--- src/mmu_consts.svh ---
`ifndef MMU_CONSTS_SVH
`define MMU_CONSTS_SVH

// address and page number widths
`define MMU_VA_WIDTH 32
`define MMU_PA_WIDTH 34
`define MMU_VPN_WIDTH 20
`define MMU_PPN_WIDTH 22

// translation cache depth
`define MMU_TLB_ENTRIES 4

// privilege encodings, same as mstatus.mpp
`define MMU_PRV_U 2'd0
`define MMU_PRV_S 2'd1
`define MMU_PRV_M 2'd3

// satp.mode value that turns on sv32
`define MMU_SATP_SV32 1'b1

`endif

--- src/priv_pkg.sv ---
`default_nettype none

package priv_pkg;

    // privilege mode as carried on prv and mpp
    typedef logic [1:0] priv_t;

    // kind of memory access behind a request
    typedef enum logic [1:0] {
        acc_read  = 2'd0,
        acc_write = 2'd1,
        acc_exec  = 2'd2
    } access_t;

endpackage

`default_nettype wire

--- src/sv32_pkg.sv ---
`default_nettype none

package sv32_pkg;

    // leaf view, ppn split for superpage address forming
    typedef struct packed {
        logic [11:0] ppn1;
        logic [9:0]  ppn0;
        logic [1:0]  rsw;
        logic        d;
        logic        a;
        logic        g;
        logic        u;
        logic        x;
        logic        w;
        logic        r;
        logic        v;
    } pte_fields_t;

    // pointer view, whole ppn is the next table base
    typedef struct packed {
        logic [21:0] ppn;
        logic [1:0]  rsw;
        logic        d;
        logic        a;
        logic        g;
        logic        u;
        logic        x;
        logic        w;
        logic        r;
        logic        v;
    } pte_ptr_t;

    typedef union packed {
        pte_fields_t fields;
        pte_ptr_t    ptr;
        logic [31:0] raw;
    } pte_u;

    typedef struct packed {
        logic access_fault;
        logic page_fault;
    } mmu_status_t;

endpackage

`default_nettype wire

--- src/tlb.sv ---
`timescale 1ns/1ps
`default_nettype none

`include "mmu_consts.svh"

module tlb #(
    parameter int entries = `MMU_TLB_ENTRIES
) (
    input  logic                      clk,
    input  logic                      rstn,
    input  logic [`MMU_VPN_WIDTH-1:0] lookup_vpn,
    output logic                      hit,
    output sv32_pkg::pte_u            hit_pte,
    output logic                      hit_spage,
    input  logic                      fill_en,
    input  logic [`MMU_VPN_WIDTH-1:0] fill_vpn,
    input  sv32_pkg::pte_u            fill_pte,
    input  logic                      fill_spage,
    input  logic                      tlb_flush_req,
    input  logic                      tlb_flush_all,
    input  logic [`MMU_VA_WIDTH-1:0]  tlb_flush_va
);
    import sv32_pkg::*;

    localparam int idx_w = (entries > 1) ? $clog2(entries) : 1;

    logic [entries-1:0]        valid_q;
    logic [entries-1:0]        spage_q;
    logic [`MMU_VPN_WIDTH-1:0] vpn_q [entries];
    pte_u                      pte_q [entries];
    logic [idx_w-1:0]          victim_q;
    logic [entries-1:0]        lookup_match;
    logic [entries-1:0]        flush_match;
    logic [`MMU_VPN_WIDTH-1:0] flush_vpn;

    // a superpage entry ignores vpn0
    function automatic logic vpn_match(input logic [`MMU_VPN_WIDTH-1:0] entry_vpn,
                                       input logic spage,
                                       input logic [`MMU_VPN_WIDTH-1:0] vpn);
        return entry_vpn[19:10] == vpn[19:10] && (spage || entry_vpn[9:0] == vpn[9:0]);
    endfunction

    assign flush_vpn = tlb_flush_va[`MMU_VA_WIDTH-1 -: `MMU_VPN_WIDTH];

    for (genvar i = 0; i < entries; i++) begin : g_match
        assign lookup_match[i] = valid_q[i] && vpn_match(vpn_q[i], spage_q[i], lookup_vpn);
        assign flush_match[i]  = valid_q[i] && vpn_match(vpn_q[i], spage_q[i], flush_vpn);
    end

    always_comb begin
        hit       = 1'b0;
        hit_pte   = '0;
        hit_spage = 1'b0;
        for (int i = entries - 1; i >= 0; i--) begin
            if (lookup_match[i]) begin
                hit       = 1'b1;
                hit_pte   = pte_q[i];
                hit_spage = spage_q[i];
            end
        end
    end

    always_ff @(posedge clk or negedge rstn) begin
        if (!rstn) begin
            valid_q  <= '0;
            victim_q <= '0;
        end else begin
            if (tlb_flush_req) begin
                valid_q <= tlb_flush_all ? '0 : (valid_q & ~flush_match);
            end
            // round robin replacement
            if (fill_en) begin
                valid_q[victim_q] <= 1'b1;
                victim_q <= (victim_q == idx_w'(entries - 1)) ? '0 : victim_q + 1'b1;
            end
        end
    end

    always_ff @(posedge clk) begin
        if (fill_en) begin
            vpn_q[victim_q]   <= fill_vpn;
            pte_q[victim_q]   <= fill_pte;
            spage_q[victim_q] <= fill_spage;
        end
    end

endmodule

`default_nettype wire

--- src/ptw.sv ---
`timescale 1ns/1ps
`default_nettype none

`include "mmu_consts.svh"

module ptw (
    input  logic                      clk,
    input  logic                      rstn,
    input  logic                      walk_start,
    input  logic [`MMU_PPN_WIDTH-1:0] walk_root_ppn,
    input  logic [`MMU_VPN_WIDTH-1:0] walk_vpn,
    output logic                      walk_done,
    output sv32_pkg::pte_u            walk_pte,
    output logic                      walk_level,
    output logic                      walk_pf,
    output logic                      walk_bus_err,
    output logic                      wb_cyc,
    output logic                      wb_stb,
    output logic                      wb_we,
    output logic [`MMU_PA_WIDTH-1:0]  wb_adr,
    output logic [3:0]                wb_sel,
    input  logic [31:0]               wb_dat_i,
    input  logic                      wb_ack,
    input  logic                      wb_err
);
    import sv32_pkg::*;

    typedef enum logic [1:0] {
        st_idle,
        st_issue,
        st_wait
    } state_t;

    state_t                    state_q;
    logic                      req_q;
    logic                      level_q;
    logic [`MMU_PPN_WIDTH-1:0] base_q;
    logic [9:0]                vpn_part;
    pte_u                      rd_pte;
    logic                      rd_leaf;
    logic                      rd_fault;
    logic                      bus_end;
    logic                      descend;

    assign rd_pte.raw = wb_dat_i;
    assign rd_leaf    = rd_pte.fields.v && (rd_pte.fields.r || rd_pte.fields.x);

    // invalid, w without r, pointer at level 0, misaligned superpage
    assign rd_fault = !rd_pte.fields.v
                   || (rd_pte.fields.w && !rd_pte.fields.r)
                   || (!rd_leaf && !level_q)
                   || (rd_leaf && level_q && rd_pte.fields.ppn0 != '0);

    assign bus_end  = state_q == st_wait && (wb_ack || wb_err);
    assign descend  = bus_end && !wb_err && !rd_leaf && !rd_fault;
    assign vpn_part = level_q ? walk_vpn[19:10] : walk_vpn[9:0];

    // read only master, word wide
    assign wb_cyc = req_q;
    assign wb_stb = req_q;
    assign wb_we  = 1'b0;
    assign wb_sel = 4'hf;

    always_ff @(posedge clk or negedge rstn) begin
        if (!rstn) begin
            state_q   <= st_idle;
            req_q     <= 1'b0;
            level_q   <= 1'b1;
            walk_done <= 1'b0;
        end else begin
            walk_done <= 1'b0;
            case (state_q)
                st_idle: begin
                    if (walk_start) begin
                        level_q <= 1'b1;
                        state_q <= st_issue;
                    end
                end
                st_issue: begin
                    req_q   <= 1'b1;
                    state_q <= st_wait;
                end
                st_wait: begin
                    if (bus_end) begin
                        req_q <= 1'b0;
                        if (descend) begin
                            level_q <= 1'b0;
                            state_q <= st_issue;
                        end else begin
                            walk_done <= 1'b1;
                            state_q   <= st_idle;
                        end
                    end
                end
                default: state_q <= st_idle;
            endcase
        end
    end

    always_ff @(posedge clk) begin
        if (state_q == st_idle && walk_start) begin
            base_q <= walk_root_ppn;
        end else if (descend) begin
            base_q <= rd_pte.ptr.ppn;
        end
        // table base times 4096 plus index times 4
        if (state_q == st_issue) begin
            wb_adr <= {base_q, vpn_part, 2'b00};
        end
        if (bus_end) begin
            walk_pte     <= rd_pte;
            walk_level   <= level_q;
            walk_pf      <= !wb_err && rd_fault;
            walk_bus_err <= wb_err;
        end
    end

endmodule

`default_nettype wire

--- src/mmu.sv ---
`timescale 1ns/1ps
`default_nettype none

`include "mmu_consts.svh"

module mmu (
    input  logic                      clk,
    input  logic                      rstn,
    input  logic                      va_valid,
    input  logic [`MMU_VA_WIDTH-1:0]  va,
    input  priv_pkg::access_t         access,
    input  priv_pkg::priv_t           prv,
    input  logic                      mprv,
    input  priv_pkg::priv_t           mpp,
    input  logic                      sum,
    input  logic                      satp_mode,
    input  logic [`MMU_PPN_WIDTH-1:0] satp_ppn,
    output logic                      busy,
    output logic                      pa_valid,
    output logic [`MMU_PA_WIDTH-1:0]  pa,
    output sv32_pkg::mmu_status_t     status,
    output logic [`MMU_VPN_WIDTH-1:0] lookup_vpn,
    input  logic                      hit,
    input  sv32_pkg::pte_u            hit_pte,
    input  logic                      hit_spage,
    output logic                      fill_en,
    output logic [`MMU_VPN_WIDTH-1:0] fill_vpn,
    output sv32_pkg::pte_u            fill_pte,
    output logic                      fill_spage,
    output logic                      walk_start,
    output logic [`MMU_PPN_WIDTH-1:0] walk_root_ppn,
    output logic [`MMU_VPN_WIDTH-1:0] walk_vpn,
    input  logic                      walk_done,
    input  sv32_pkg::pte_u            walk_pte,
    input  logic                      walk_level,
    input  logic                      walk_pf,
    input  logic                      walk_bus_err
);
    import priv_pkg::*;
    import sv32_pkg::*;

    typedef enum logic [1:0] {
        st_idle,
        st_check,
        st_walk
    } state_t;

    state_t                    state_q;
    logic                      accept;
    logic                      translate;
    priv_t                     eff_prv;
    logic [`MMU_VA_WIDTH-1:0]  va_q;
    access_t                   access_q;
    priv_t                     prv_q;
    logic                      sum_q;
    logic [`MMU_PPN_WIDTH-1:0] root_q;
    logic                      use_walk;
    logic                      result_en;
    pte_u                      leaf_pte;
    logic                      leaf_spage;
    logic                      perm_fault;
    logic [`MMU_PA_WIDTH-1:0]  leaf_pa;
    mmu_status_t               leaf_status;

    // mprv moves loads and stores to mpp, fetches keep prv
    assign eff_prv   = (mprv && access != acc_exec) ? mpp : prv;
    assign translate = satp_mode == `MMU_SATP_SV32 && eff_prv != `MMU_PRV_M;
    assign accept    = va_valid && state_q == st_idle;
    assign busy      = state_q != st_idle;

    assign lookup_vpn    = va_q[`MMU_VA_WIDTH-1 -: `MMU_VPN_WIDTH];
    assign walk_vpn      = va_q[`MMU_VA_WIDTH-1 -: `MMU_VPN_WIDTH];
    assign walk_root_ppn = root_q;

    // one leaf path for tlb hits and walk results
    assign use_walk   = state_q == st_walk;
    assign leaf_pte   = use_walk ? walk_pte : hit_pte;
    assign leaf_spage = use_walk ? walk_level : hit_spage;
    assign result_en  = (state_q == st_check && hit) || (use_walk && walk_done);

    assign perm_fault = !leaf_pte.fields.a
                     || (access_q == acc_read && !leaf_pte.fields.r)
                     || (access_q == acc_write && (!leaf_pte.fields.w || !leaf_pte.fields.d))
                     || (access_q == acc_exec && !leaf_pte.fields.x)
                     || (prv_q == `MMU_PRV_U && !leaf_pte.fields.u)
                     || (prv_q == `MMU_PRV_S && leaf_pte.fields.u
                         && (!sum_q || access_q == acc_exec));

    // superpage takes vpn0 in place of ppn0
    assign leaf_pa = {leaf_pte.fields.ppn1,
                      leaf_spage ? va_q[21:12] : leaf_pte.fields.ppn0,
                      va_q[11:0]};

    assign leaf_status.access_fault = use_walk && walk_bus_err;
    assign leaf_status.page_fault   = !(use_walk && walk_bus_err)
                                   && ((use_walk && walk_pf) || perm_fault);

    assign fill_en    = use_walk && walk_done && !walk_bus_err && !walk_pf && !perm_fault;
    assign fill_vpn   = va_q[`MMU_VA_WIDTH-1 -: `MMU_VPN_WIDTH];
    assign fill_pte   = walk_pte;
    assign fill_spage = walk_level;

    always_ff @(posedge clk or negedge rstn) begin
        if (!rstn) begin
            state_q    <= st_idle;
            pa_valid   <= 1'b0;
            walk_start <= 1'b0;
        end else begin
            pa_valid   <= (accept && !translate) || result_en;
            walk_start <= state_q == st_check && !hit;
            case (state_q)
                st_idle: begin
                    if (accept && translate) begin
                        state_q <= st_check;
                    end
                end
                st_check: state_q <= hit ? st_idle : st_walk;
                st_walk: begin
                    if (walk_done) begin
                        state_q <= st_idle;
                    end
                end
                default: state_q <= st_idle;
            endcase
        end
    end

    always_ff @(posedge clk) begin
        if (accept) begin
            va_q     <= va;
            access_q <= access;
            prv_q    <= eff_prv;
            sum_q    <= sum;
            root_q   <= satp_ppn;
        end
        // bare or machine mode passes the address through
        if (accept && !translate) begin
            pa     <= {{(`MMU_PA_WIDTH - `MMU_VA_WIDTH){1'b0}}, va};
            status <= '0;
        end else if (result_en) begin
            pa     <= leaf_pa;
            status <= leaf_status;
        end
    end

endmodule

`default_nettype wire

--- src/mmu_top.sv ---
`timescale 1ns/1ps
`default_nettype none

`include "mmu_consts.svh"

module mmu_top (
    input  logic                      clk,
    input  logic                      rstn,
    input  logic                      va_valid,
    input  logic [`MMU_VA_WIDTH-1:0]  va,
    input  priv_pkg::access_t         access,
    input  priv_pkg::priv_t           prv,
    input  logic                      mprv,
    input  priv_pkg::priv_t           mpp,
    input  logic                      sum,
    input  logic                      satp_mode,
    input  logic [`MMU_PPN_WIDTH-1:0] satp_ppn,
    output logic                      busy,
    output logic                      pa_valid,
    output logic [`MMU_PA_WIDTH-1:0]  pa,
    output sv32_pkg::mmu_status_t     status,
    input  logic                      tlb_flush_req,
    input  logic                      tlb_flush_all,
    input  logic [`MMU_VA_WIDTH-1:0]  tlb_flush_va,
    output logic                      wb_cyc,
    output logic                      wb_stb,
    output logic                      wb_we,
    output logic [`MMU_PA_WIDTH-1:0]  wb_adr,
    output logic [3:0]                wb_sel,
    input  logic [31:0]               wb_dat_i,
    input  logic                      wb_ack,
    input  logic                      wb_err
);
    import sv32_pkg::*;

    // mmu to tlb
    logic [`MMU_VPN_WIDTH-1:0] lookup_vpn;
    logic                      hit;
    pte_u                      hit_pte;
    logic                      hit_spage;
    logic                      fill_en;
    logic [`MMU_VPN_WIDTH-1:0] fill_vpn;
    pte_u                      fill_pte;
    logic                      fill_spage;

    // mmu to ptw
    logic                      walk_start;
    logic [`MMU_PPN_WIDTH-1:0] walk_root_ppn;
    logic [`MMU_VPN_WIDTH-1:0] walk_vpn;
    logic                      walk_done;
    pte_u                      walk_pte;
    logic                      walk_level;
    logic                      walk_pf;
    logic                      walk_bus_err;

    mmu u_mmu (.*);

    tlb #(
        .entries(`MMU_TLB_ENTRIES)
    ) u_tlb (.*);

    ptw u_ptw (.*);

endmodule

`default_nettype wire

--- config.mk ---
export PLATFORM = sky130hd
export DESIGN_NAME = mmu_top
export DESIGN_NICKNAME = d
export VERILOG_FILES = /design/src/priv_pkg.sv /design/src/sv32_pkg.sv /design/src/tlb.sv /design/src/ptw.sv /design/src/mmu.sv /design/src/mmu_top.sv
export VERILOG_INCLUDE_DIRS = /design/src
export SDC_FILE = /design/constraint.sdc
export NUM_CORES = 1
export LEC_CHECK = 0
export ABC_AREA = 1
export BUFFER_PORTS_ARGS = -buffer_cell sky130_fd_sc_hd__buf_2
export CORE_ASPECT_RATIO = 1.5
export CORE_MARGIN = 5
export CORE_UTILIZATION = 40
export DETAILED_ROUTE_END_ITERATION = 10
export SETUP_SLACK_MARGIN = 0.02
export SYNTH_ARGS = -nofsm -noshare
export SYNTH_HDL_FRONTEND = slang
export SYNTH_SLANG_ARGS = --single-unit
--- constraint.sdc ---
create_clock -name clk -period 6.3 [get_ports clk]
set_input_delay 0.315 -clock clk [delete_from_list [all_inputs] [get_ports clk]]
set_output_delay 0.315 -clock clk [all_outputs]
set_load 0.01 [all_outputs]
# Yosys cells after proc, flatten, opt, wreduce, memory -nomap -nowiden
# Memories as Yosys holds them, arrays and structs flattened.
# Index checks and enable logic that the tools add are counted.
# totals
ff_bits,203
mem_bits_rw,208
in_bits,134
output_inout_bits,79
elab_cells,215
mem_count,2
# memory_table
name,depth,width,rd,rd_ports_with_merged_regs,write_ports,line,source
u_tlb.pte_q,4,32,4,0,1,tlb.sv:30,pte_u pte_q [entries];
u_tlb.vpn_q,4,20,4,0,1,tlb.sv:29,logic [`MMU_VPN_WIDTH-1:0] vpn_q [entries];
# op_classes
addsub,1
magnitude_cmp,2
eq_ne,31
n_mux,47
n_bitwise,3
n_reduce_logical,104
# op_table
op,count
32-bit 2-to-1 mux,7
10-bit == test,16
1-bit logical AND,48
22-bit 2-to-1 mux,2
1-bit logical OR,23
1-bit 2-to-1 mux,20
10-bit 2-to-1 mux,2
1-bit logical NOT,19
2-bit 2-to-1 mux,7
4-bit 2-to-1 mux,3
2-bit case mux with 3 select lines,2
10-bit nonzero test,1
2-bit nonzero test,5
"2-bit by 1-bit == test with 1-bit output, second input constant",4
"2-bit == test, second input constant",4
2-bit logical NOT,4
"2-bit inequality test, second input constant",4
"2-bit by 1-bit inequality test with 1-bit output, second input constant",3
2-bit AND reduction,3
4-bit bitwise AND,1
4-bit bitwise mux,1
4-bit inverter,1
4-bit bitwise OR,1
1-bit case mux with 2 select lines,2
other kinds (5),5

# Longest topological paths before layout
# Gate-level depths: netlist of run 1.
# An unclocked memory read counts as a cell.
# depth
depth_word,21
depth_mapped,20
depth_no_buf,20

# Modules after synthesis
# Synthesis of run 1 repeated with hierarchy kept, for this count alone.
# unflattened
cells_unflattened,1751
area_unflattened_um2,18754.2
# modules_own_cells
module,instances,cells_each,area_per_inst_um2,seq_area_each_um2
tlb,1,1094,10622.7,6516.2
mmu,1,459,4635.7,2912.8
ptw,1,198,3495.9,2798.9

# Worst setup path before layout of run 1
# Ideal clock, no wire load.
# synth_timing
kind,register to register
from,register u_mmu.state_q[0]
to,"register u_mmu.pa[0], enable pin"
setup_ps,387
arrival_ps,4639
required_ps,5913
slack_ps,1274
stages_incl_launch_ff,8
n_path_buf,0
synth_period_minus_slack_ps,5026
path_cell_list,dfrtp_1 inv_1 nand2_1 nor2_1 nand2_1 inv_1 nor2_1 inv_1
# synth_between
elab_chain_cells,4
word_cells_on_any_way,9
classes_between,2 x eq/ne; 7 x reduce/logical
# synth_lines
item,line,source
from (decl),mmu.sv:48,state_t state_q;
from (signal assigned),mmu.sv:105,state_q <= st_idle;
from (signal assigned),mmu.sv:114,state_q <= st_check;
from (signal assigned),mmu.sv:117,st_check: state_q <= hit ? st_idle : st_walk;
2-bit logical NOT,mmu.sv:68,assign accept = va_valid && state_q == st_idle;
1-bit logical AND,mmu.sv:68,
named net u_mmu.accept,mmu.sv:49,logic accept;
1-bit logical AND,mmu.sv:137,if (accept && !translate) begin
2-bit nonzero test (no source line),--,
to (signal assigned),mmu.sv:138,"pa <= {{(`MMU_PA_WIDTH - `MMU_VA_WIDTH){1'b0}}, va};"
to (signal assigned),mmu.sv:141,pa <= leaf_pa;
to (decl),mmu.sv:20,"output logic [`MMU_PA_WIDTH-1:0] pa,"
# The timed path passes the listed nets, and every way through them passes these cells.
# A chain may end at the register's enable or synchronous reset.

# Final worst setup path of run 1
# layout_timing
from,register u_mmu.va_q[25]
to,"memory u_tlb.pte_q[1][4] (netlist bit), enable pin"
# layout_between
elab_chain_cells,19
word_cells_on_any_way,39
classes_between,4 x eq/ne; 7 x mux; 28 x reduce/logical
# layout_lines
item,line,source
from (decl),mmu.sv:52,logic [`MMU_VA_WIDTH-1:0] va_q;
from (signal assigned),mmu.sv:130,va_q <= va;
10-bit == test,tlb.sv:40,return entry_vpn[19:10] == vpn[19:10] && (spage || entry_vpn[9:0] == vpn[9:0]);
1-bit logical AND,tlb.sv:40,
1-bit logical AND,tlb.sv:46,"assign lookup_match[i] = valid_q[i] && vpn_match(vpn_q[i], spage_q[i], lookup_vpn);"
32-bit 2-to-1 mux (3 in a row),tlb.sv:55,if (lookup_match[i]) begin
32-bit 2-to-1 mux *,tlb.sv:55,
32-bit 2-to-1 mux *,mmu.sv:77,assign leaf_pte = use_walk ? walk_pte : hit_pte;
1-bit logical NOT (on tied branches),"mmu.sv:82, mmu.sv:83",
1-bit logical AND / 1-bit logical OR (equally long branches),"mmu.sv:82, mmu.sv:83",
1-bit logical OR / 1-bit logical AND (equally long branches),"mmu.sv:82, mmu.sv:83",
1-bit logical OR,mmu.sv:83,|| (access_q == acc_write && (!leaf_pte.fields.w || !leaf_pte.fields.d))
1-bit logical OR,mmu.sv:84,|| (access_q == acc_exec && !leaf_pte.fields.x)
1-bit logical OR,mmu.sv:81,assign perm_fault = !leaf_pte.fields.a
1-bit logical OR *,mmu.sv:81,
1-bit logical NOT *,mmu.sv:98,assign fill_en = use_walk && walk_done && !walk_bus_err && !walk_pf && !perm_fault;
1-bit logical AND *,mmu.sv:98,
1-bit 2-to-1 mux *,tlb.sv:80,if (fill_en) begin
1-bit 2-to-1 mux (implied by the code) *,tlb.sv:82,pte_q[victim_q] <= fill_pte;
to (decl),tlb.sv:30,
# Every way passes the cells marked *; elsewhere a longest branch is shown, timed or not.

==> results.toml, run 1 <==
[critical_path]
worstRegToRegCells = 18
critPathRequiredTime_ns = 6.46
r2r-start = "u_mmu.va_q[25]"
cp-end-kind = "flip-flop"
cp_top_family = "buffers and inverters"
critPathBufInv = 6
crit_chain = "inv_2 -> nand2_2 -> nand3_1 -> nor3_1 -> nand2_1 -> nor2_1 -> o21ai_2 -> buf_4 -> inv_1 -> nand2_1 -> nand2_1 -> inv_1 -> nand2_2 -> nand3_2 -> nand3_4 -> nand4_1 -> clkinv_1 -> buf_4"
crit_path_frequent_cell = "nand2_1"
crit_fanout = 49
rr_endpoint = "u_tlb.pte_q[1][4]"
cp_slowest_stage_delay_ns = 0.71
crit_slowest_cell = "edfxtp_1"
crit_cells = 18
critPathLaunchType = "flip-flop"
worstSetupPathType = "flip-flop to flip-flop"
r2r_slack_ns = 1.89
worst_ep_arrival_time_ns = 4.57

[synth]
yosysSeqAreaShare = 0.676
avgSynthCellArea_sq_um = 11.7
synthTopCellsByArea = "edfxtp_1 (65%), nand2_1 (7.9%), xnor2_1 (2.7%)"
synth_seq_cells = 391
synth_ff_type = "edfxtp_1"
yosys.area.top_type_share = 0.649
synth_area_sq_mm = 0.0172
post_synth_num_cell_types = 62
syn_inst = 1470
synth_edf_count = 372
async_flop_share = 0.0384
yosys_warnings = 0
yosysTopAreaCell = "edfxtp_1"
yosysMostFrequentCell = "edfxtp_1"
synthTopCellsByCount = "edfxtp_1 (372), nand2_1 (363), inv_1 (115), nor2_1 (87), nand3_1 (68)"

[route]
wirelength_um = 47800
avgViaCountPerCell = 5.05
via_count = 11900
drt.antenna.violating_nets = 0
avgRoutedWirePerCell_um = 20.4
dr.pass1.iters = 5
drc_errors = 0
drtIter0Drc = 722

[finish]
drive_gt1_frac = 0.208
antenna_cells = 0
layout-area-overhead-vs-synth_pct = 21.0
final_nets = 1886

[floorplanning]
die_w_um = 179
die_area_sq_mm = 0.0473
coreArea_sq_mm = 0.0427
pin_count = 213
initial_core_util = 0.403
die_h_um = 264
rows = 93

[power]
powerDensity_mw_per_mm2 = 320
leakagePower_uw = 0.00816
peakVddDrop_mv = 0.224

[timing]
setup_ws_ns = 1.89
fin_skew_ns = 0.0256
slew_headroom = 0.267
period_minus_slack_ns = 4.41
hold_ws_ns = 0.0234
setup_tns_ns = 0
finalHoldViolCount = 0
drv_slew = 0
worst_pin_slew_ns = 1.10
fin_crit_sh = 0.700
rsz0062_at_grt = "no"
max_freq_mhz = 227
setup_viol = 0

[outcome]
status = "completed"

[global_routing]
grt_max_degree = 60
first_global_vias = 11900
grt_first_pass_wirelength_um = 71500
grt_use_total = 0.201
antenna_found_initial = 1
grt-ovfl-total = 0

[placement]
dpl.hpwl_um = 33600
pre_cts_ws_ns = 1.94
routabilityCongestion = 0.882
port_buffers = 190

[clocking]
path_clk_slew_ns = 0.07
clock_path_buffers = 3
cts_sinks = 391
post_cts_buffers = 0
htreeDepth = 2
clock_latency_ns = 0.55
cts_root_buffer = "clkbuf_16"
cts_tree = "yes"
cts_buffers = 38

[min_path]
whs_endpoint = "u_mmu.va_q[21]"
hp-class = "input pin to flip-flop"
hold_path_startpoint = "va[21]"
hold_depth = 1

[flow_run]
cap_violations = 0
[layout by cell type (no fill, tap or decap), drive strengths merged, types with 4 or more instances in the layout]
cell,n
nand2,378
edfxtp,372
buf,206
inv,128
nor2,93
dlygate4sd3,81
nand3,76
a21oi,62
xnor2,54
o21ai,54
clkbuf,45
nand4,29
mux2,22
o211ai,22
or2,20
clkinv,20
dfrtp,14
nor4,13
o22ai,12
nor3,11
xor2,10
o221ai,8
o2111ai,7
conb,7
bufinv,5
ha,4
dfxtp,4
[how the worst max path moves through the flow]
stage                              endpoint  slack (ns)             start
after CTS                 u_tlb.pte_q[1][4]        1.93    u_mmu.va_q[25]
after global routing       u_tlb.spage_q[1]        1.74    u_mmu.va_q[25]
after detailed placement  u_tlb.vpn_q[1][3]        1.94    u_mmu.va_q[25]
after floorplan                 u_mmu.pa[0]        1.27  u_mmu.state_q[0]
final                     u_tlb.pte_q[1][4]        1.89    u_mmu.va_q[25]
after global placement    u_tlb.vpn_q[1][3]        1.94    u_mmu.va_q[31]
[sequential cells by signal, summed over array words and instances (netlist names), 2 cells and up]
register and count:
u_tlb.pte_q 112, u_tlb.vpn_q 80, u_mmu.pa 34, u_mmu.va_q 32
u_ptw.wb_adr 32, u_ptw.walk_pte 28, u_mmu.walk_root_ppn 22, u_ptw.base_q 22
u_tlb.spage_q 4, u_tlb.valid_q 4, u_mmu.access_q 2, u_mmu.prv_q 2
u_mmu.state_q 2, u_mmu.status 2, u_ptw.state_q 2, u_tlb.victim_q 2
[metrics by stage]
stage	instance area (sq um)	std cells	utilization	power, uW
final	20800	2346	0.488	6660
after global placement	18700	2197	0.438	4320
after CTS	20800	2346	0.488	6740
after floorplan	17200	1475	-	3900
after global routing	20800	2346	0.488	6950
after detailed placement	18700	2197	0.438	4340
[power breakdown]
| part | switching (uW) | internal, uW |
|---|---|---|
| clock | 987 | 1360 |
| sequential | 158 | 3140 |
| combinational | 678 | 339 |
| total | 1820 | 4830 |
[layout make-up]
cell class	instances	area, sq um
clock buffer	45	1010
clock inverter	23	278
fill	3809	21900
inverter	131	492
multi-input combinational	899	4820
sequential	391	11600
tap	570	713
timing repair buffer	287	1880
[cell families (layout without fill, tap and decap cells)]
logic type	count (synthesis)	in the layout	synth area share
XOR/XNOR	64	64	0.0330
multiplexers	22	22	0.0144
AO/OA/AOI/OAI	177	177	0.0663
AND/OR/NAND/NOR	625	625	0.161
buffers and inverters	185	486	0.0465
adder cells (fa/ha/maj)	4	4	0.00291
other	2	7	0.000437
flip-flops	391	391	0.676
[repair_timing]
item	4_1_cts	5_1_grt
hold endpoints to repair	95	0
resized for setup	0	0
hold buffers	81	0
[per-layer routing]
layer	share of wire	up-vias	track usage
met5	0.00029	-	0
met4	0.052	2	0.0966
met3	0.052	112	0.0313
met2	0.53	380	0.358
met1	0.36	5698	0.234
li1	-	5662	-
(Power assumes the default switching activity.)
==> inputs of run 2 (changes only) <==
clock period = 4.4 ns   (was 6.3 ns; I/O delays follow)
==> run 2 against run 1 <==
Core utilization increased by 0.76 points. Register-to-register slack got worse by 1.1 ns. Setup slack got worse by 1.1 ns. Sequential cell count unchanged. Cell area increased by 1.6%. Sequential share of layout area decreased by 0.86 points. First-iteration DRC count increased by 15%. Final cell count increased by 1.6%. Combinational power increased by 49%. Routed wire length increased by 2.5%. Critical path type unchanged. Critical endpoint is now u_tlb.pte_q[2][26]. Largest power group unchanged. Highest routed layer is now met4.
==> results.toml, run 2 (same netlist as run 1, synthesis figures left out) <==
[outcome]
status = "completed"

[critical_path]
worstRegToRegCells = 19
r2r_slack_ns = 0.80
crit_path_frequent_cell = "nand2_1"
cp_slowest_stage_delay_ns = 0.59
cp_top_family = "simple AND/OR/NAND/NOR gates"
cp-end-kind = "flip-flop"
critPathLaunchType = "flip-flop"
critPathRequiredTime_ns = 4.65
crit_chain = "inv_2 -> nand2_1 -> nand2_1 -> nand2_1 -> nor2_1 -> nand3_1 -> a21oi_2 -> nand3_1 -> nand2_1 -> nand2_1 -> nand2_1 -> nand3_1 -> nand2_1 -> nand2_1 -> nand2_4 -> nand4_1 -> clkinv_1 -> buf_12 -> buf_12"
critPathBufInv = 4
crit_fanout = 27
worst_ep_arrival_time_ns = 3.86
rr_endpoint = "u_tlb.pte_q[2][26]"
r2r-start = "u_mmu.va_q[15]"
crit_slowest_cell = "edfxtp_1"
worstSetupPathType = "flip-flop to flip-flop"

[timing]
fin_crit_sh = 0.819
setup_tns_ns = 0
setup_viol = 0
fin_skew_ns = 0.0120
worst_pin_slew_ns = 1.08
rsz0062_at_grt = "no"
finalHoldViolCount = 0
setup_ws_ns = 0.796
max_freq_mhz = 277
slew_headroom = 0.277
period_minus_slack_ns = 3.60
hold_ws_ns = 0.0932
drv_slew = 0

[clocking]
path_clk_slew_ns = 0.06
htreeDepth = 2
hold_buffers = 95
clock_latency_ns = 0.54
cts_root_buffer = "clkbuf_16"
cts_resized = 0
cts_buffers = 39
cts_tree = "yes"
post_cts_buffers = 0
cts_sinks = 391
clock_path_buffers = 3

[finish]
post-route-util = 0.495
stdcell_area_sq_mm = 0.0211
layout-area-overhead-vs-synth_pct = 22.9
final_common_cell = "edfxtp_1"
seq_area_sq_mm = 0.0116
regMostFlops = "u_tlb.pte_q"
multi_input_area_sq_mm = 0.00481
largest_reg_flops = 112
final_nets = 1921
drive_gt1_frac = 0.216
fillers = 3818
top_regs = "u_tlb.pte_q: 112 flops, u_tlb.vpn_q: 80 flops, u_mmu.pa: 34 flops"
final_cell_mix = "edfxtp_1 (372), nand2_1 (363), buf_2 (190), inv_1 (111), dlygate4sd3_1 (95)"

[floorplanning]
die_w_um = 179
coreArea_sq_mm = 0.0427
pin_count = 213
die_h_um = 264
rows = 93
die_area_sq_mm = 0.0473
initial_core_util = 0.403

[route]
wirelength_um = 49000
via_count = 12100
dr.pass1.iters = 5
drtIter0Drc = 833
drc_errors = 0
avgViaCountPerCell = 5.09
avgRoutedWirePerCell_um = 20.6
drt.antenna.violating_nets = 0

[power]
peakVddDrop_mv = 0.362
powerDensity_mw_per_mm2 = 446
leakagePower_uw = 0.00832

[placement]
dpl.hpwl_um = 34900
pre_cts_ws_ns = 0.807
port_buffers = 190
routabilityCongestion = 0.942
post_dp_cell_area_sq_mm = 0.0190

[min_path]
hold_path_startpoint = "wb_dat_i[0]"
hp-class = "input pin to flip-flop"
whs_endpoint = "u_ptw.walk_pf"
hold_depth = 4

[global_routing]
use_met3 = 0.0275
first_global_vias = 12500
grt_use_met2 = 0.371
grt-ovfl-total = 0
grt_max_degree = 60
antenna_found_initial = 1
grt_first_pass_wirelength_um = 73800
grt_use_total = 0.205
grt-busiest-layer = "met2"
met1_usage = 0.233

[flow_run]
cap_violations = 0
==> run 2: power by group <==
group | internal (uW) | total, uW | switching, uW
Sequential | 4490 | 4700 | 215
Clock | 1790 | 3190 | 1410
Combinational | 521 | 1520 | 1000
Total | 6800 | 9420 | 2620
==> run 2: layer usage <==
metal	part of all wire	vias to the layer above
li1	-	5732
met1	0.36	5825
met2	0.53	438
met3	0.050	142
met4	0.058	0
met5	0	-
==> run 2: worst max-delay path by stage <==
stage	start	end	slack, ns	depth (start not counted)
global placement	u_mmu.va_q[15]	u_tlb.pte_q[2][25]	0.79	19
finish	u_mmu.va_q[15]	u_tlb.pte_q[2][26]	0.80	19
detailed placement	u_mmu.va_q[15]	u_tlb.pte_q[2][23]	0.81	19
CTS	u_mmu.va_q[15]	u_tlb.pte_q[2][29]	0.81	19
floorplan	u_mmu.state_q[0]	u_mmu.pa[0]	0.51	7
global route	u_mmu.va_q[15]	u_tlb.pte_q[2][25]	0.59	19
==> run 2: worst reg2reg max path: cells and delay by family, from the launching register on <==
kind / cells / cell delay, ns
and+or+nand+nor: 14 / 1.39
buffers and inverters: 4 / 0.80
AOI/OAI and AO/OA: 1 / 0.53
DFF: 1 / 0.59
==> run 2: stage by stage <==
stage	cells	total power, uW
floorplan	1475	5580
global placement	2217	6220
detailed placement	2217	6240
CTS	2383	9520
global route	2384	9820
finish	2384	9420
==> run 2: final cells by class <==
cell class / instances / area share
antenna: 1 / 0.000118
clock buffer: 51 / 0.0507
clock inverter: 20 / 0.00669
inverter: 131 / 0.0233
multi-input combinational: 899 / 0.228
sequential: 391 / 0.550
tap: 570 / 0.0337
timing repair buffer: 321 / 0.108
==> inputs of run 3 (changes only) <==
clock period = 3.2 ns   (was 4.4 ns; I/O delays follow)
==> run 3 against run 2 <==
Sequential cell count unchanged. Core utilization up 3.1 points. Via count up 3.1%. Critical path type unchanged. Clock skew up 0.0090 ns. Final cell count up 4.2%. Routed wire length up 6.1%. Maximum frequency up 19%. Largest cell class unchanged.
==> results.toml, run 3 (same netlist as run 1, synthesis figures left out) <==
[global_routing]
grt-ovfl-total = 0
grt_first_pass_wirelength_um = 75600
grt_use_total = 0.211
first_global_vias = 12700
grt_max_degree = 60
antenna_found_initial = 0

[clocking]
cts_buffers = 40
cts_root_buffer = "clkbuf_16"
cts_tree = "yes"
clock_path_buffers = 3
path_clk_slew_ns = 0.06
htreeDepth = 2
clock_latency_ns = 0.54
cts_sinks = 391

[placement]
port_buffers = 190
dpl.cell_count = 2270
pre_cts_ws_ns = -0.0302
routabilityCongestion = 0.954
dpl.hpwl_um = 36500

[finish]
top_regs = "u_tlb.pte_q: 112 flops, u_tlb.vpn_q: 80 flops, u_mmu.pa: 34 flops"
largest_reg_flops = 112
final_nets = 2023
regMostFlops = "u_tlb.pte_q"
antenna_cells = 0
final_common_cell = "edfxtp_1"
final_cell_mix = "edfxtp_1 (372), nand2_1 (353), buf_2 (190), inv_1 (110), buf_4 (103)"
drive_gt1_frac = 0.275
layout-area-overhead-vs-synth_pct = 30.7
instances_no_fill = 2484

[route]
drt.antenna.violating_nets = 0
dr.pass1.iters = 5
wirelength_um = 52000
drtIter0Drc = 821
avgRoutedWirePerCell_um = 20.9
avgViaCountPerCell = 5.04
drc_errors = 0
via_count = 12500

[power]
powerDensity_mw_per_mm2 = 609
peakVddDrop_mv = 0.558
total_power_uw = 13700
leakagePower_uw = 0.00896

[critical_path]
worst_ep_arrival_time_ns = 3.29
worstSetupPathType = "flip-flop to flip-flop"
critPathBufInv = 5
r2r_slack_ns = 0.16
worstRegToRegCells = 19
critPathRequiredTime_ns = 3.45
critPathLaunchType = "flip-flop"
r2r-start = "u_mmu.va_q[26]"
rr_endpoint = "u_tlb.pte_q[3][4]"
cp-end-kind = "flip-flop"
crit_chain = "buf_4 -> inv_2 -> or2_2 -> nand3_1 -> nor2_1 -> nand3_2 -> a21oi_4 -> nand3_2 -> nand2_1 -> nand2_1 -> nand2_1 -> nand3_2 -> nand2_1 -> nand2_2 -> nand2_4 -> nand4_1 -> clkinvlp_4 -> buf_12 -> clkbuf_16"
crit_slowest_cell = "edfxtp_1"
cp_top_family = "simple AND/OR/NAND/NOR gates"
crit_path_frequent_cell = "nand2_1"
crit_fanout = 7
cp_slowest_stage_delay_ns = 0.45

[timing]
hold_ws_ns = 0.0125
max_freq_mhz = 329
slew_headroom = 0.260
setup_ws_ns = 0.163
setup_viol = 0
rsz0062_at_grt = "yes"
finalHoldViolCount = 0
period_minus_slack_ns = 3.04
worst_pin_slew_ns = 1.11
drv_slew = 0
fin_crit_sh = 0.949
fin_skew_ns = 0.0209
setup_tns_ns = 0

[floorplanning]
coreArea_sq_mm = 0.0427
die_w_um = 179
rows = 93
initial_core_util = 0.403
die_h_um = 264
pin_count = 213
die_area_sq_mm = 0.0473

[min_path]
whs_endpoint = "u_tlb.valid_q[2]"
hp-class = "input pin to flip-flop"
hold_path_startpoint = "tlb_flush_all"
hold_depth = 6

[outcome]
status = "completed"

[flow_run]
cap_violations = 0
[run 3: changes by cell type in the layout (fill, tap and decap cells not counted), sizes merged]
cell      previous run  this run
bufinv               1         6
clkinvlp             0         5
clkinv              22        11
clkbuf              51        59
diode                1         0
inv                128       127
buf                226       321
[run 3: final cells by class]
cell class                 instances  area (sq um)
clock inverter                    18           238
multi-input combinational        899          5000
inverter                         131           512
clock buffer                      53          1110
tap                              570           713
fill                            3691         20200
timing repair buffer             422          3280
sequential                       391         11600
[run 3: stage by stage]
step / cell area (sq um) / util
final: 22500 / 0.526
after CTS: 21800 / 0.511
after floorplan: 17200 / -
after global placement: 19400 / 0.454
after global routing: 22500 / 0.526
after detailed placement: 19400 / 0.454
[run 3: layer usage]
metal	wire length, um	up-vias	track usage	share of wire
met4	1870	0	0.0808	0.036
li1	-	5947	-	-
met1	19400	6077	0.239	0.37
met3	2330	101	0.0298	0.045
met5	0	-	0	0
met2	28400	383	0.396	0.55
[run 3: timing repair]
action                                  in CTS  in global routing
pin swaps                                    0                 36
endpoints found under the setup margin     158                196
hold buffers                                95                  0
setup buffers                               15                 26
resized for setup                            0                 62
endpoints found under the hold margin      154                  0
gates cloned                                 0                  8
[run 3: worst max-delay path by stage]
stage / startpoint / end / slack (ns) / cells past startpoint
after floorplan: u_mmu.state_q[0] / u_mmu.pa[0] / 0.06 / 7
after global placement: u_mmu.va_q[25] / u_tlb.pte_q[3][24] / -0.004 / 17
after detailed placement: u_mmu.va_q[25] / u_tlb.pte_q[3][22] / -0.03 / 17
after CTS: u_mmu.va_q[26] / u_tlb.pte_q[3][24] / 0.04 / 19
after global routing: u_mmu.va_q[21] / u_tlb.spage_q[3] / -0.02 / 17
final: u_mmu.va_q[26] / u_tlb.pte_q[3][4] / 0.16 / 19
[run 3: worst reg2reg max path: cells and delay by family (launching register included)]
family | cells | cell delay [ns]
and+or+nand+nor | 13 | 1.23
buffers and inverters | 5 | 0.81
DFF | 1 | 0.45
AOI/OAI and AO/OA | 1 | 0.27
[run 3: power by group]
part,internal [uW],leakage (uW),switching (uW),total [uW]
clock network,2920,0.000655,1940,4860
registers,6170,0.00362,200,6370
logic,906,0.00469,1560,2460
total,9990,0.00896,3690,13700
